$ cat config.mk
export PLATFORM = sky130hd
export DESIGN_NAME = ls_stage
export DESIGN_NICKNAME = d
export VERILOG_FILES = /design/src/ls_pkg.sv /design/src/ls_stage.sv /design/src/clint.sv /design/src/lsu.sv /design/src/ls_ctrl.sv
export SDC_FILE = /design/constraint.sdc
export NUM_CORES = 1
export LEC_CHECK = 0
export ABC_AREA = 1
export BUFFER_PORTS_ARGS = -buffer_cell sky130_fd_sc_hd__buf_2
export CAP_MARGIN = 30
export CORE_AREA = 2 2 266 268
export CTS_CLUSTER_DIAMETER = 50
export CTS_CLUSTER_SIZE = 10
export DETAILED_ROUTE_END_ITERATION = 16
export DIE_AREA = 0 0 268 270
export PLACE_DENSITY = 0.56
export RECOVER_POWER = 50
export SYNTH_ARGS = -nofsm -noshare
export SYNTH_HDL_FRONTEND = slang
export SYNTH_SLANG_ARGS = --single-unit
export TNS_END_PERCENT = 10
$ cat constraint.sdc
create_clock -name clk -period 10.98 [get_ports clk]
set_input_delay 2.196 -clock clk [delete_from_list [all_inputs] [get_ports clk]]
set_output_delay 2.196 -clock clk [all_outputs]
set_load 0.02 [all_outputs]
$ cat src/ls_pkg.sv
package ls_pkg;

    ////////////////////////////////////////
    // widths, opcodes and funct3 codes
    ////////////////////////////////////////

    localparam int XLEN     = 64;
    localparam int INST_LEN = 32;

    // opcode field is instruction bits 6 to 2.
    localparam logic [4:0] OPC_LOAD  = 5'b00000;
    localparam logic [4:0] OPC_STORE = 5'b01000;

    localparam logic [2:0] F3_B  = 3'b000;
    localparam logic [2:0] F3_H  = 3'b001;
    localparam logic [2:0] F3_W  = 3'b010;
    localparam logic [2:0] F3_D  = 3'b011;
    localparam logic [2:0] F3_BU = 3'b100;
    localparam logic [2:0] F3_HU = 3'b101;
    localparam logic [2:0] F3_WU = 3'b110;

    localparam logic [15:0] CLINT_MTIMECMP_ADDR = 16'h4000;
    localparam logic [15:0] CLINT_MTIME_ADDR    = 16'hBFF8;

    ////////////////////////////////////////
    // bundles between the blocks
    ////////////////////////////////////////

    typedef struct packed {
        logic            rd_en;
        logic            wr_en;
        logic [1:0]      size;        // log2 of the access bytes.
        logic            unsigned_ld;
        logic [XLEN-1:0] wr_data;
    } mem_op_t;

    typedef struct packed {
        logic            rd_en;
        logic            wr_en;
        logic [XLEN-1:0] addr;
        logic [XLEN-1:0] wr_data;     // already placed in its byte lane.
        logic [7:0]      wr_mask;
        logic [2:0]      size;
    } sram_req_t;

    typedef struct packed {
        logic            rd_valid;
        logic            wr_ok;
        logic [XLEN-1:0] rd_data;
    } sram_rsp_t;

    typedef struct packed {
        logic            valid;
        logic            we;
        logic [15:0]     addr;
        logic [XLEN-1:0] wdata;
    } clint_req_t;

endpackage
$ cat src/ls_stage.sv
`timescale 1ns/1ns

module ls_stage import ls_pkg::*; (
    input  logic                clk,
    input  logic                rst_n_i,
    input  logic [INST_LEN-1:0] instr_i,
    input  logic [INST_LEN-1:0] instr_last_i,
    input  logic [XLEN-1:0]     addr_i,
    input  logic [XLEN-1:0]     rs2_i,
    input  logic [XLEN-1:0]     wb_data_i,
    input  logic                stall_n_i,
    input  sram_rsp_t           sram_rsp_i,
    input  clint_req_t          clint_req_i,

    output logic [XLEN-1:0]     ls_res_o,
    output logic                ls_not_ok_o,
    output sram_req_t           sram_req_o,
    output logic [XLEN-1:0]     clint_rdata_o,
    output logic                timer_int_o
);

    mem_op_t mem_op;

    ls_ctrl ls_ctrl_u (
        .instr_i      (instr_i),
        .instr_last_i (instr_last_i),
        .rs2_i        (rs2_i),
        .wb_data_i    (wb_data_i),
        .mem_op_o     (mem_op)
    );

    lsu lsu_u (
        .clk          (clk),
        .rst_n_i      (rst_n_i),
        .mem_op_i     (mem_op),
        .addr_i       (addr_i),
        .stall_n_i    (stall_n_i),
        .sram_rsp_i   (sram_rsp_i),
        .sram_req_o   (sram_req_o),
        .ls_res_o     (ls_res_o),
        .ls_not_ok_o  (ls_not_ok_o)
    );

    // the timer sits beside the lsu and shares only clock and reset.
    clint clint_u (
        .clk           (clk),
        .rst_n_i       (rst_n_i),
        .clint_req_i   (clint_req_i),
        .clint_rdata_o (clint_rdata_o),
        .timer_int_o   (timer_int_o)
    );

endmodule

$ cat src/clint.sv
`timescale 1ns/1ns

module clint import ls_pkg::*; (
    input  logic            clk,
    input  logic            rst_n_i,
    input  clint_req_t      clint_req_i,
    output logic [XLEN-1:0] clint_rdata_o,
    output logic            timer_int_o
);

    logic [XLEN-1:0] mtime_q;
    logic [XLEN-1:0] mtimecmp_q;
    logic            wr_mtime;
    logic            wr_mtimecmp;
    logic            rd_req;

    assign wr_mtime    = clint_req_i.valid & clint_req_i.we &
                         (clint_req_i.addr == CLINT_MTIME_ADDR);
    assign wr_mtimecmp = clint_req_i.valid & clint_req_i.we &
                         (clint_req_i.addr == CLINT_MTIMECMP_ADDR);
    assign rd_req      = clint_req_i.valid & ~clint_req_i.we;

    ////////////////////////////////////////
    // timer registers
    ////////////////////////////////////////

    always_ff @(posedge clk) begin
        if (!rst_n_i) begin
            mtime_q <= '0;
        end else if (wr_mtime) begin
            mtime_q <= clint_req_i.wdata;  // a write wins over the count.
        end else begin
            mtime_q <= mtime_q + 1'b1;
        end
    end

    // all ones keeps the interrupt quiet until software sets a compare value.
    always_ff @(posedge clk) begin
        if (!rst_n_i) begin
            mtimecmp_q <= '1;
        end else if (wr_mtimecmp) begin
            mtimecmp_q <= clint_req_i.wdata;
        end
    end

    always_ff @(posedge clk) begin
        if (!rst_n_i) begin
            clint_rdata_o <= '0;
        end else if (rd_req) begin
            case (clint_req_i.addr)
                CLINT_MTIME_ADDR:    clint_rdata_o <= mtime_q;
                CLINT_MTIMECMP_ADDR: clint_rdata_o <= mtimecmp_q;
                default:             clint_rdata_o <= '0;
            endcase
        end
    end

    always_ff @(posedge clk) begin
        if (!rst_n_i) begin
            timer_int_o <= 1'b0;
        end else begin
            timer_int_o <= (mtime_q >= mtimecmp_q);
        end
    end

endmodule

$ cat src/lsu.sv
`timescale 1ns/1ns

module lsu import ls_pkg::*; (
    input  logic            clk,
    input  logic            rst_n_i,
    input  mem_op_t         mem_op_i,
    input  logic [XLEN-1:0] addr_i,
    input  logic            stall_n_i,
    input  sram_rsp_t       sram_rsp_i,
    output sram_req_t       sram_req_o,
    output logic [XLEN-1:0] ls_res_o,
    output logic            ls_not_ok_o
);

    logic            done_q;
    logic [XLEN-1:0] ld_hold_q;
    logic            req_rd;
    logic            req_wr;
    logic            rsp_hit;
    logic [5:0]      lane_shift;
    logic [7:0]      base_mask;
    logic [XLEN-1:0] ld_shifted;
    logic            ld_msb;
    logic            ld_fill;
    logic [XLEN-1:0] ld_ext;

    ////////////////////////////////////////
    // request level and completion
    ////////////////////////////////////////

    // once the access has finished the same instruction must not go out again.
    assign req_rd  = mem_op_i.rd_en & ~done_q;
    assign req_wr  = mem_op_i.wr_en & ~done_q;
    assign rsp_hit = (req_rd & sram_rsp_i.rd_valid) | (req_wr & sram_rsp_i.wr_ok);

    assign ls_not_ok_o = (req_rd | req_wr) & ~rsp_hit;

    always_ff @(posedge clk) begin
        if (!rst_n_i) begin
            done_q <= 1'b0;
        end else if (stall_n_i) begin
            done_q <= 1'b0;               // the pipeline moves, a new op follows.
        end else if (rsp_hit) begin
            done_q <= 1'b1;
        end
    end

    ////////////////////////////////////////
    // store lane placement
    ////////////////////////////////////////

    assign lane_shift = {addr_i[2:0], 3'b000};

    always_comb begin
        case (mem_op_i.size)
            2'd0:    base_mask = 8'h01;
            2'd1:    base_mask = 8'h03;
            2'd2:    base_mask = 8'h0F;
            default: base_mask = 8'hFF;
        endcase
    end

    always_comb begin
        sram_req_o.rd_en   = req_rd;
        sram_req_o.wr_en   = req_wr;
        sram_req_o.addr    = addr_i;
        sram_req_o.wr_data = mem_op_i.wr_data << lane_shift;
        sram_req_o.wr_mask = base_mask << addr_i[2:0];
        sram_req_o.size    = {1'b0, mem_op_i.size};
    end

    ////////////////////////////////////////
    // load extraction and extension
    ////////////////////////////////////////

    assign ld_shifted = sram_rsp_i.rd_data >> lane_shift;

    always_comb begin
        case (mem_op_i.size)
            2'd0:    ld_msb = ld_shifted[7];
            2'd1:    ld_msb = ld_shifted[15];
            2'd2:    ld_msb = ld_shifted[31];
            default: ld_msb = ld_shifted[XLEN-1];
        endcase
    end

    assign ld_fill = ld_msb & ~mem_op_i.unsigned_ld;

    always_comb begin
        case (mem_op_i.size)
            2'd0:    ld_ext = {{(XLEN-8){ld_fill}}, ld_shifted[7:0]};
            2'd1:    ld_ext = {{(XLEN-16){ld_fill}}, ld_shifted[15:0]};
            2'd2:    ld_ext = {{(XLEN-32){ld_fill}}, ld_shifted[31:0]};
            default: ld_ext = ld_shifted;
        endcase
    end

    // keeps the loaded value while the op is held by a later stall.
    always_ff @(posedge clk) begin
        if (rsp_hit & req_rd) begin
            ld_hold_q <= ld_ext;
        end
    end

    always_comb begin
        if (mem_op_i.rd_en) begin
            ls_res_o = done_q ? ld_hold_q : ld_ext;
        end else begin
            ls_res_o = addr_i;            // non-load ops pass the ALU result on.
        end
    end

endmodule

$ cat src/ls_ctrl.sv
`timescale 1ns/1ns

module ls_ctrl import ls_pkg::*; (
    input  logic [INST_LEN-1:0] instr_i,
    input  logic [INST_LEN-1:0] instr_last_i,
    input  logic [XLEN-1:0]     rs2_i,
    input  logic [XLEN-1:0]     wb_data_i,
    output mem_op_t             mem_op_o
);

    logic [4:0] opcode;
    logic [2:0] funct3;
    logic [4:0] rs2_idx;
    logic [4:0] rd_last;
    logic       is_load;
    logic       is_store;
    logic       last_is_load;
    logic       fwd_hit;
    logic [1:0] size;
    logic       ld_unsigned;

    assign opcode   = instr_i[6:2];
    assign funct3   = instr_i[14:12];
    assign rs2_idx  = instr_i[24:20];
    assign rd_last  = instr_last_i[11:7];
    assign is_load  = (opcode == OPC_LOAD);
    assign is_store = (opcode == OPC_STORE);

    // the load now in write-back has not reached the register file yet.
    assign last_is_load = (instr_last_i[6:2] == OPC_LOAD);
    assign fwd_hit      = last_is_load & (rd_last != 5'd0) & (rd_last == rs2_idx);

    always_comb begin
        size        = 2'd0;
        ld_unsigned = 1'b0;
        case (funct3)
            F3_B:  size = 2'd0;
            F3_H:  size = 2'd1;
            F3_W:  size = 2'd2;
            F3_D:  size = 2'd3;
            F3_BU: begin
                size        = 2'd0;
                ld_unsigned = 1'b1;
            end
            F3_HU: begin
                size        = 2'd1;
                ld_unsigned = 1'b1;
            end
            F3_WU: begin
                size        = 2'd2;
                ld_unsigned = 1'b1;
            end
            default: size = 2'd3;
        endcase
    end

    always_comb begin
        mem_op_o.rd_en       = is_load;
        mem_op_o.wr_en       = is_store;
        mem_op_o.size        = size;
        mem_op_o.unsigned_ld = is_load & ld_unsigned;
        mem_op_o.wr_data     = fwd_hit ? wb_data_i : rs2_i;
    end

endmodule

==> results of run 1 <==
[placed cells by master, fill, tap and decap left out, types with 65 or more instances in the layout]
cell and count:
a21oi_1 77, buf_2 532, clkbuf_1 106, dfxtp_1 194
ha_1 65, inv_1 417, nand2_1 997, nand3_1 449
nand4_1 101, nor2_1 392, o21ai_0 121, o221ai_1 65
[power breakdown]
group	leakage [µW]	total [µW]	switching [µW]	internal, µW
registers	0.00210	1010	8.76	997
logic	0.0112	613	429	184
clock network	0.000627	1270	500	773
total	0.0140	2890	938	1950
[routing by layer]
layer | share of wire, % | up-vias | global-route usage [%]
met5 | 0.038 | - | 0
met4 | 5.4 | 6 | 13.64
met3 | 7.9 | 223 | 4.850
met2 | 46 | 1126 | 46.34
met1 | 40 | 11710 | 34.69
li1 | - | 12170 | -
[worst max-delay path by stage]
stage | start | endpoint | slack, ns | cells after the start
floorplan | instr_i[3] | lsu_u.ld_hold_q[0] | 4.92 | 6
global placement | addr_i[1] | ls_res_o[16] | 3.13 | 14
detailed placement | addr_i[1] | ls_res_o[16] | 3.12 | 12
CTS | addr_i[1] | ls_res_o[16] | 3.12 | 14
global route | addr_i[1] | ls_res_o[23] | 1.80 | 12
finish | addr_i[1] | ls_res_o[16] | 2.07 | 12
[Yosys cell counts (all sizes together), types with 3 or more instances]
library cell / count / area share, %
nand2: 1003 / 18
nand3: 454 / 11
inv: 446 / 8.0
nor2: 402 / 7.3
dfxtp: 194 / 18
buf: 147 / 4.3
o21ai: 134 / 3.2
clkbuf: 131 / 2.3
nand4: 102 / 3.1
a21oi: 77 / 1.8
ha: 65 / 3.9
o221ai: 65 / 2.7
edfxtp: 64 / 9.1
o211ai: 56 / 2.0
nor3: 45 / 1.1
xor2: 24 / 1.0
or2: 21 / 0.62
o21bai: 19 / 0.68
o22ai: 9 / 0.27
nor4: 6 / 0.18
a31oi: 4 / 0.12
xnor2: 4 / 0.17
a32oi: 3 / 0.12
o21a: 3 / 0.11
[state kept, by name, indices dropped and copies added, names as in the netlist]
name / cells
clint_u.timer_int_o: 1
lsu_u.ld_hold_q: 64
clint_u.clint_rdata_o: 64
clint_u.mtime_q: 64
lsu_u.done_q: 1
clint_u.mtimecmp_q: 64
[worst min-delay path, delay by kind of cell, from the launching register on]
kind / cells / cell delay [ns]
flops: 1 / 0.32
simple gates: 2 / 0.10
[cell type report]
cell class | instances | area share, %
multi-input cells | 2510 | 47.84
flip-flops and latches | 258 | 22.76
repair buffers | 664 | 12.93
inverters | 448 | 6.604
well taps | 940 | 4.612
clock buffers | 47 | 4.229
clock inverters | 19 | 0.8782
diodes | 14 | 0.1374
[through the flow]
step                power [µW]  utilization (%)  std cells
global route              3007            36.67       4898
floorplan                 1385                -       3494
finish                    2891            36.67       4900
detailed placement        1634            34.97       4820
global placement          1632            34.89       4817
CTS                       2916            36.84       4886
[kinds of logic (layout without fill, tap and decap cells)]
logic type,count (synthesis),after routing,share of synthesized area (%)
simple gates,2038,2038,41.37
flops,258,258,27.59
other cells,1,15,0.01782
compound gates,378,378,11.33
xor+xnor,28,28,1.165
buf+inv,726,1178,14.66
fa+ha+maj,65,65,3.865
==> impl_metrics.tcl, run 1 <==
set metrics [dict create \
    peakVddDrop_v 0.00009134 \
    tns_ns 0 \
    seq_area_frac_synth_pct 27.59 \
    grt_max_degree 96 \
    min_to "clint_u.mtimecmp_q[8]" \
    cts_tree "yes" \
    r2r_start "lsu_u.done_q" \
    die_w_um 268 \
    p_leak_uw 0.01398 \
    path_clk_slew_ns 0.05 \
    grt-ovfl-total 0 \
    drt_iter0_drc 2177 \
    initial_utilization_pct 30.26 \
    cap_violations 4 \
    crit_buf_inv 3 \
    setup_viol 0 \
    postCtsSetupRepairBufs 0 \
    numCtsBuffers 40 \
    detailed_place.area_mm2 0.02432 \
    wl_um 105200 \
    setup_slack_ns 2.070 \
    top_level_ports 678 \
    violations "max-capacitance violations, max-slew violations" \
    critPathKind "in2out" \
    vias 25230 \
    antenna_found_initial 19 \
    power_density_mw_per_mm2 113.4 \
    cpPeakStageDelay_ns 1.19 \
    pre_cts_ws_ns 3.124 \
    avgViaCountPerCell 5.149 \
    nFillCells 7932 \
    drt_drc_violations_left 0 \
    num_rows 97 \
    syn_nets 3966 \
    synth_area_mm2 0.02104 \
    cp.arrival_ns 6.71 \
    htreeDepth 2 \
    postRouteAntennaNets 0 \
    fin_crit_ns 8.910 \
    r2r_slack_ns 6.52 \
    worst_setup_path_start_kind "input pin" \
    ys.flop_type "dfxtp_1" \
    worstHoldPathCells 2 \
    reg2reg_depth 4 \
    critPathSlowestCell "clkinvlp_2" \
    cts_resized 0 \
    die_area_mm2 0.07236 \
    area_growth_pct 21.20 \
    synth_cells 3494 \
    async_reset_ff_share_pct 0 \
    cts-root-buf "clkbuf_16" \
    post-dp-hpwl_um 80980 \
    crit_fanout 37 \
    finalClockSkew_ns 0.03943 \
    crit_chain "buf_4 > clkinvlp_2 > nor2_4 > nand2_1 > nand3_1 > nand3_1 > nand4_4 > nand3_2 > nand3_1 > nand2_1 > nand2_1 > buf_2" \
    layout.nets 4394 \
    grt_pass1_vias 23480 \
    cp_top_family "simple AND/OR/NAND/NOR gates" \
    design_area_mm2 0.02550 \
    outcome "finished, violations left" \
    hold_ws_ns 0.4520 \
    cts_buffer_depth 3 \
    gr-usage-all-layers_pct 27.90 \
    max_slew_margin_pct -192.3 \
    drive_gt1_share_pct 17.51 \
    r2r-end "lsu_u.ld_hold_q[34]" \
    multi_input_area_mm2 0.01220 \
    syn_area_per_cell_um2 6.023 \
    io_buffers 635 \
    rsz0062_at_grt "false" \
    coreArea_mm2 0.06954 \
    endpoint_kind "output pin" \
    tightest_slew_ns 4.384 \
    min_from "clint_u.mtimecmp_q[8]" \
    grt_first_pass_wirelength_um 152000 \
    ys_ff_latch 258 \
    dr.pass1.iters 5 \
    cts.sinks 258 \
    synth-edff-count 64 \
    yosysWarnings 0 \
    clk_latency_ns 0.58 \
    slew_violations 245 \
    post-route-period-util_pct 81.15 \
    worstPathRequired_ns 8.78 \
    hold_path.class "reg2reg" \
    die_h_um 270 \
    ff_latch_area_mm2 0.005806 \
    cts_hold_buffers 0 \
    fmax_mhz 112.2 \
    synth_cell_types 50 \
    wire_per_inst_um 21.46 \
    place_congestion 1.018 \
    hold_viol 0 \
]
Power figures use the tool's default switching activity.
==> run 2, diff against run 1 <==
--- a/config.mk
+++ b/config.mk
@@ -5,15 +5,15 @@
 export SDC_FILE = /design/constraint.sdc
 export NUM_CORES = 1
 export LEC_CHECK = 0
-export ABC_AREA = 1
+export ABC_AREA = 0
 export BUFFER_PORTS_ARGS = -buffer_cell sky130_fd_sc_hd__buf_2
 export CAP_MARGIN = 30
-export CORE_AREA = 2 2 266 268
+export CORE_AREA = 2 2 260 262
 export CTS_CLUSTER_DIAMETER = 50
 export CTS_CLUSTER_SIZE = 10
 export DETAILED_ROUTE_END_ITERATION = 16
-export DIE_AREA = 0 0 268 270
-export PLACE_DENSITY = 0.56
+export DIE_AREA = 0 0 262 264
+export PLACE_DENSITY = 0.55
 export RECOVER_POWER = 50
 export SYNTH_ARGS = -nofsm -noshare
 export SYNTH_HDL_FRONTEND = slang
==> constraint.sdc (replaced) <==
create_clock -name clk -period 7.7 [get_ports clk]
set_input_delay 1.54 -clock clk [delete_from_list [all_inputs] [get_ports clk]]
set_output_delay 1.54 -clock clk [all_outputs]
set_load 0.02 [all_outputs]
==> impl_metrics.tcl, run 2 <==
set metrics [dict create \
    outcome "finished, violations left" \
    violations "max-capacitance violations, max-slew violations" \
    initial_utilization_pct 26.75 \
    wire_per_inst_um 24.23 \
    num_rows 95 \
    ys.flop_type "dfxtp_1" \
    die_area_mm2 0.06917 \
    worstPathRequired_ns 6.16 \
    slew_violations 314 \
    cts_resized 0 \
    area_growth_pct 24.84 \
    top_level_ports 678 \
    finalNonFillerCells 3582 \
    async_reset_ff_share_pct 0 \
    synthTopCellsByArea "dfxtp_1 (22%), edfxtp_1 (11%), mux2i_1 (7.8%)" \
    max_slew_margin_pct -147.4 \
    final_util_pct 33.39 \
    grt_max_degree 82 \
    critPathKind "in2out" \
    ys_ff_latch 258 \
    cap_violations 6 \
    antenna_found_initial 47 \
    fin_crit_ns 6.892 \
    cts_buffer_depth 3 \
    io_buffers 635 \
    synth_cells 2202 \
    hold_viol 0 \
    die_w_um 262 \
    clk_latency_ns 0.56 \
    post-dp-hpwl_um 67630 \
    synth_top_area_share_pct 21.81 \
    tightest_slew_ns 3.711 \
    fmax_mhz 145.1 \
    design_area_mm2 0.02223 \
    tns_ns 0 \
    crit_chain "buf_2 > inv_1 > clkbuf_1 > o211ai_1 > o2111ai_1 > nand2b_1 > buf_4 > nand2_1 > nand2_1 > nand3_1 > buf_2" \
    power_density_mw_per_mm2 175.6 \
    layout.nets 3139 \
    peakVddDrop_v 0.0001550 \
    wl_um 86800 \
    synth_cell_types 70 \
    placed_cells 3501 \
    min_from "clint_u.clint_rdata_o[53]" \
    cp_top_family "buffers and inverters" \
    place_congestion 1.137 \
    htreeDepth 2 \
    avgViaCountPerCell 5.230 \
    crit_buf_inv 5 \
    grt_pass1_vias 17470 \
    worst_setup_path_start_kind "input pin" \
    endpoint_kind "output pin" \
    yosysWarnings 0 \
    synth_top_area_cell "dfxtp_1" \
    vias 18730 \
    rsz0062_at_grt "false" \
    grt-ovfl-total 0 \
    die_h_um 264 \
    grt_first_pass_wirelength_um 121500 \
    cts_tree "yes" \
    r2r_start "clint_u.mtime_q[12]" \
    cts.sinks 258 \
    setup_viol 0 \
    final_common_cell "buf_2" \
    detailed_place.area_mm2 0.02119 \
    syn_area_per_cell_um2 8.085 \
    hold_path.class "reg2reg" \
    critPathSlowestCell "nand2b_1" \
    post-route-period-util_pct 89.51 \
    drive_gt1_share_pct 24.23 \
    synth_common_cells "nand2_1 (307), dfxtp_1 (194), nor2_1 (193)" \
    path_clk_slew_ns 0.05 \
    mostFrequentLayoutCells "buf_2 (505), nand2_1 (307), dfxtp_1 (193)" \
    startpoint "addr_i[2]" \
    coreArea_mm2 0.06656 \
    cts-root-buf "clkbuf_16" \
    postRouteAntennaNets 0 \
    numCtsBuffers 37 \
    syn_nets 2674 \
    postCtsSetupRepairBufs 0 \
    synth-edff-count 64 \
    synth_area_mm2 0.01780 \
    hold_ws_ns 0.4927 \
    drt_drc_violations_left 0 \
    finalClockSkew_ns 0.02019 \
    gr-usage-all-layers_pct 23.92 \
    p_leak_uw 0.009488 \
    drt_iter0_drc 1487 \
    cpPeakStageDelay_ns 0.73 \
    cp.arrival_ns 5.35 \
    crit_fanout 27 \
    dr.pass1.iters 7 \
    seq_area_frac_synth_pct 32.61 \
    cts_hold_buffers 0 \
    synthMostInstantiatedCell "nand2_1" \
]
-- run 2: cell count changes in the layout (fill, tap and decap cells not counted), moves of 27 or more --
cell | before | now
nand2_1 | 997 | 307
nand3_1 | 449 | 117
inv_1 | 417 | 87
nor2_1 | 392 | 190
mux2i_1 | 0 | 139
nand4_1 | 101 | 26
a221oi_1 | 0 | 68
o221ai_1 | 65 | 9
nor3_1 | 43 | 82
a21oi_1 | 77 | 114
xnor2_1 | 4 | 39
clkbuf_1 | 106 | 135
buf_2 | 532 | 505
inv_2 | 27 | 0
-- run 2: metrics by stage --
step | power, µW | setup WS (ns)
detailed placement | 2255 | 1.393
global route | 4048 | 0.5752
global placement | 2253 | 1.385
finish | 3903 | 0.8079
CTS | 3956 | 1.387
floorplan | 1908 | 2.257
-- run 2: cells by family (layout without fill, tap and decap cells) --
group | count (synthesis) | count (layout) | synth area share, %
compound gates | 491 | 491 | 18.15
xor+xnor | 66 | 66 | 3.247
other cells | 1 | 23 | 0.02106
simple gates | 810 | 810 | 20.54
buf+inv | 324 | 809 | 8.560
mux | 187 | 187 | 12.31
flops | 258 | 258 | 32.61
fa+ha+maj | 65 | 65 | 4.568
-- run 2: tightest hold or removal path, delay by kind of cell, from the launching register on --
kind	cells	cell delay (ns)
flip-flops	1	0.30
AND/OR/NAND/NOR	2	0.14
-- run 2: final cells by class --
cell class	instances	area [µm²]
repair buffers	663	3243
inverters	87	326.6
multi-input cells	1620	10520
diodes	22	55.05
clock inverters	14	156.4
clock buffers	45	1027
fillers	7293	44340
well taps	873	1092
flip-flops and latches	258	5807
-- run 2: worst paths after layout --
kind	end	slack (ns)	cells past startpoint
max	ls_res_o[60]	0.81	11
min	clint_u.clint_rdata_o[53]	0.49	2
min reg2reg	clint_u.clint_rdata_o[53]	0.49	2
max reg2reg	clint_u.mtime_q[57]	4.56	7
-- run 2: report_power, final --
part / switching (µW) / internal [µW]
combinational: 525 / 262
clock: 665 / 1020
sequential: 13.3 / 1420
total: 1200 / 2700
-- run 2: routing by layer --
layer	wire length [µm]	up-vias	global-route usage (%)
met1	36290	8917	30.40
met2	39530	746	38.13
met3	7362	156	6.601
li1	-	8886	-
met5	164	-	0
met4	3460	28	9.528
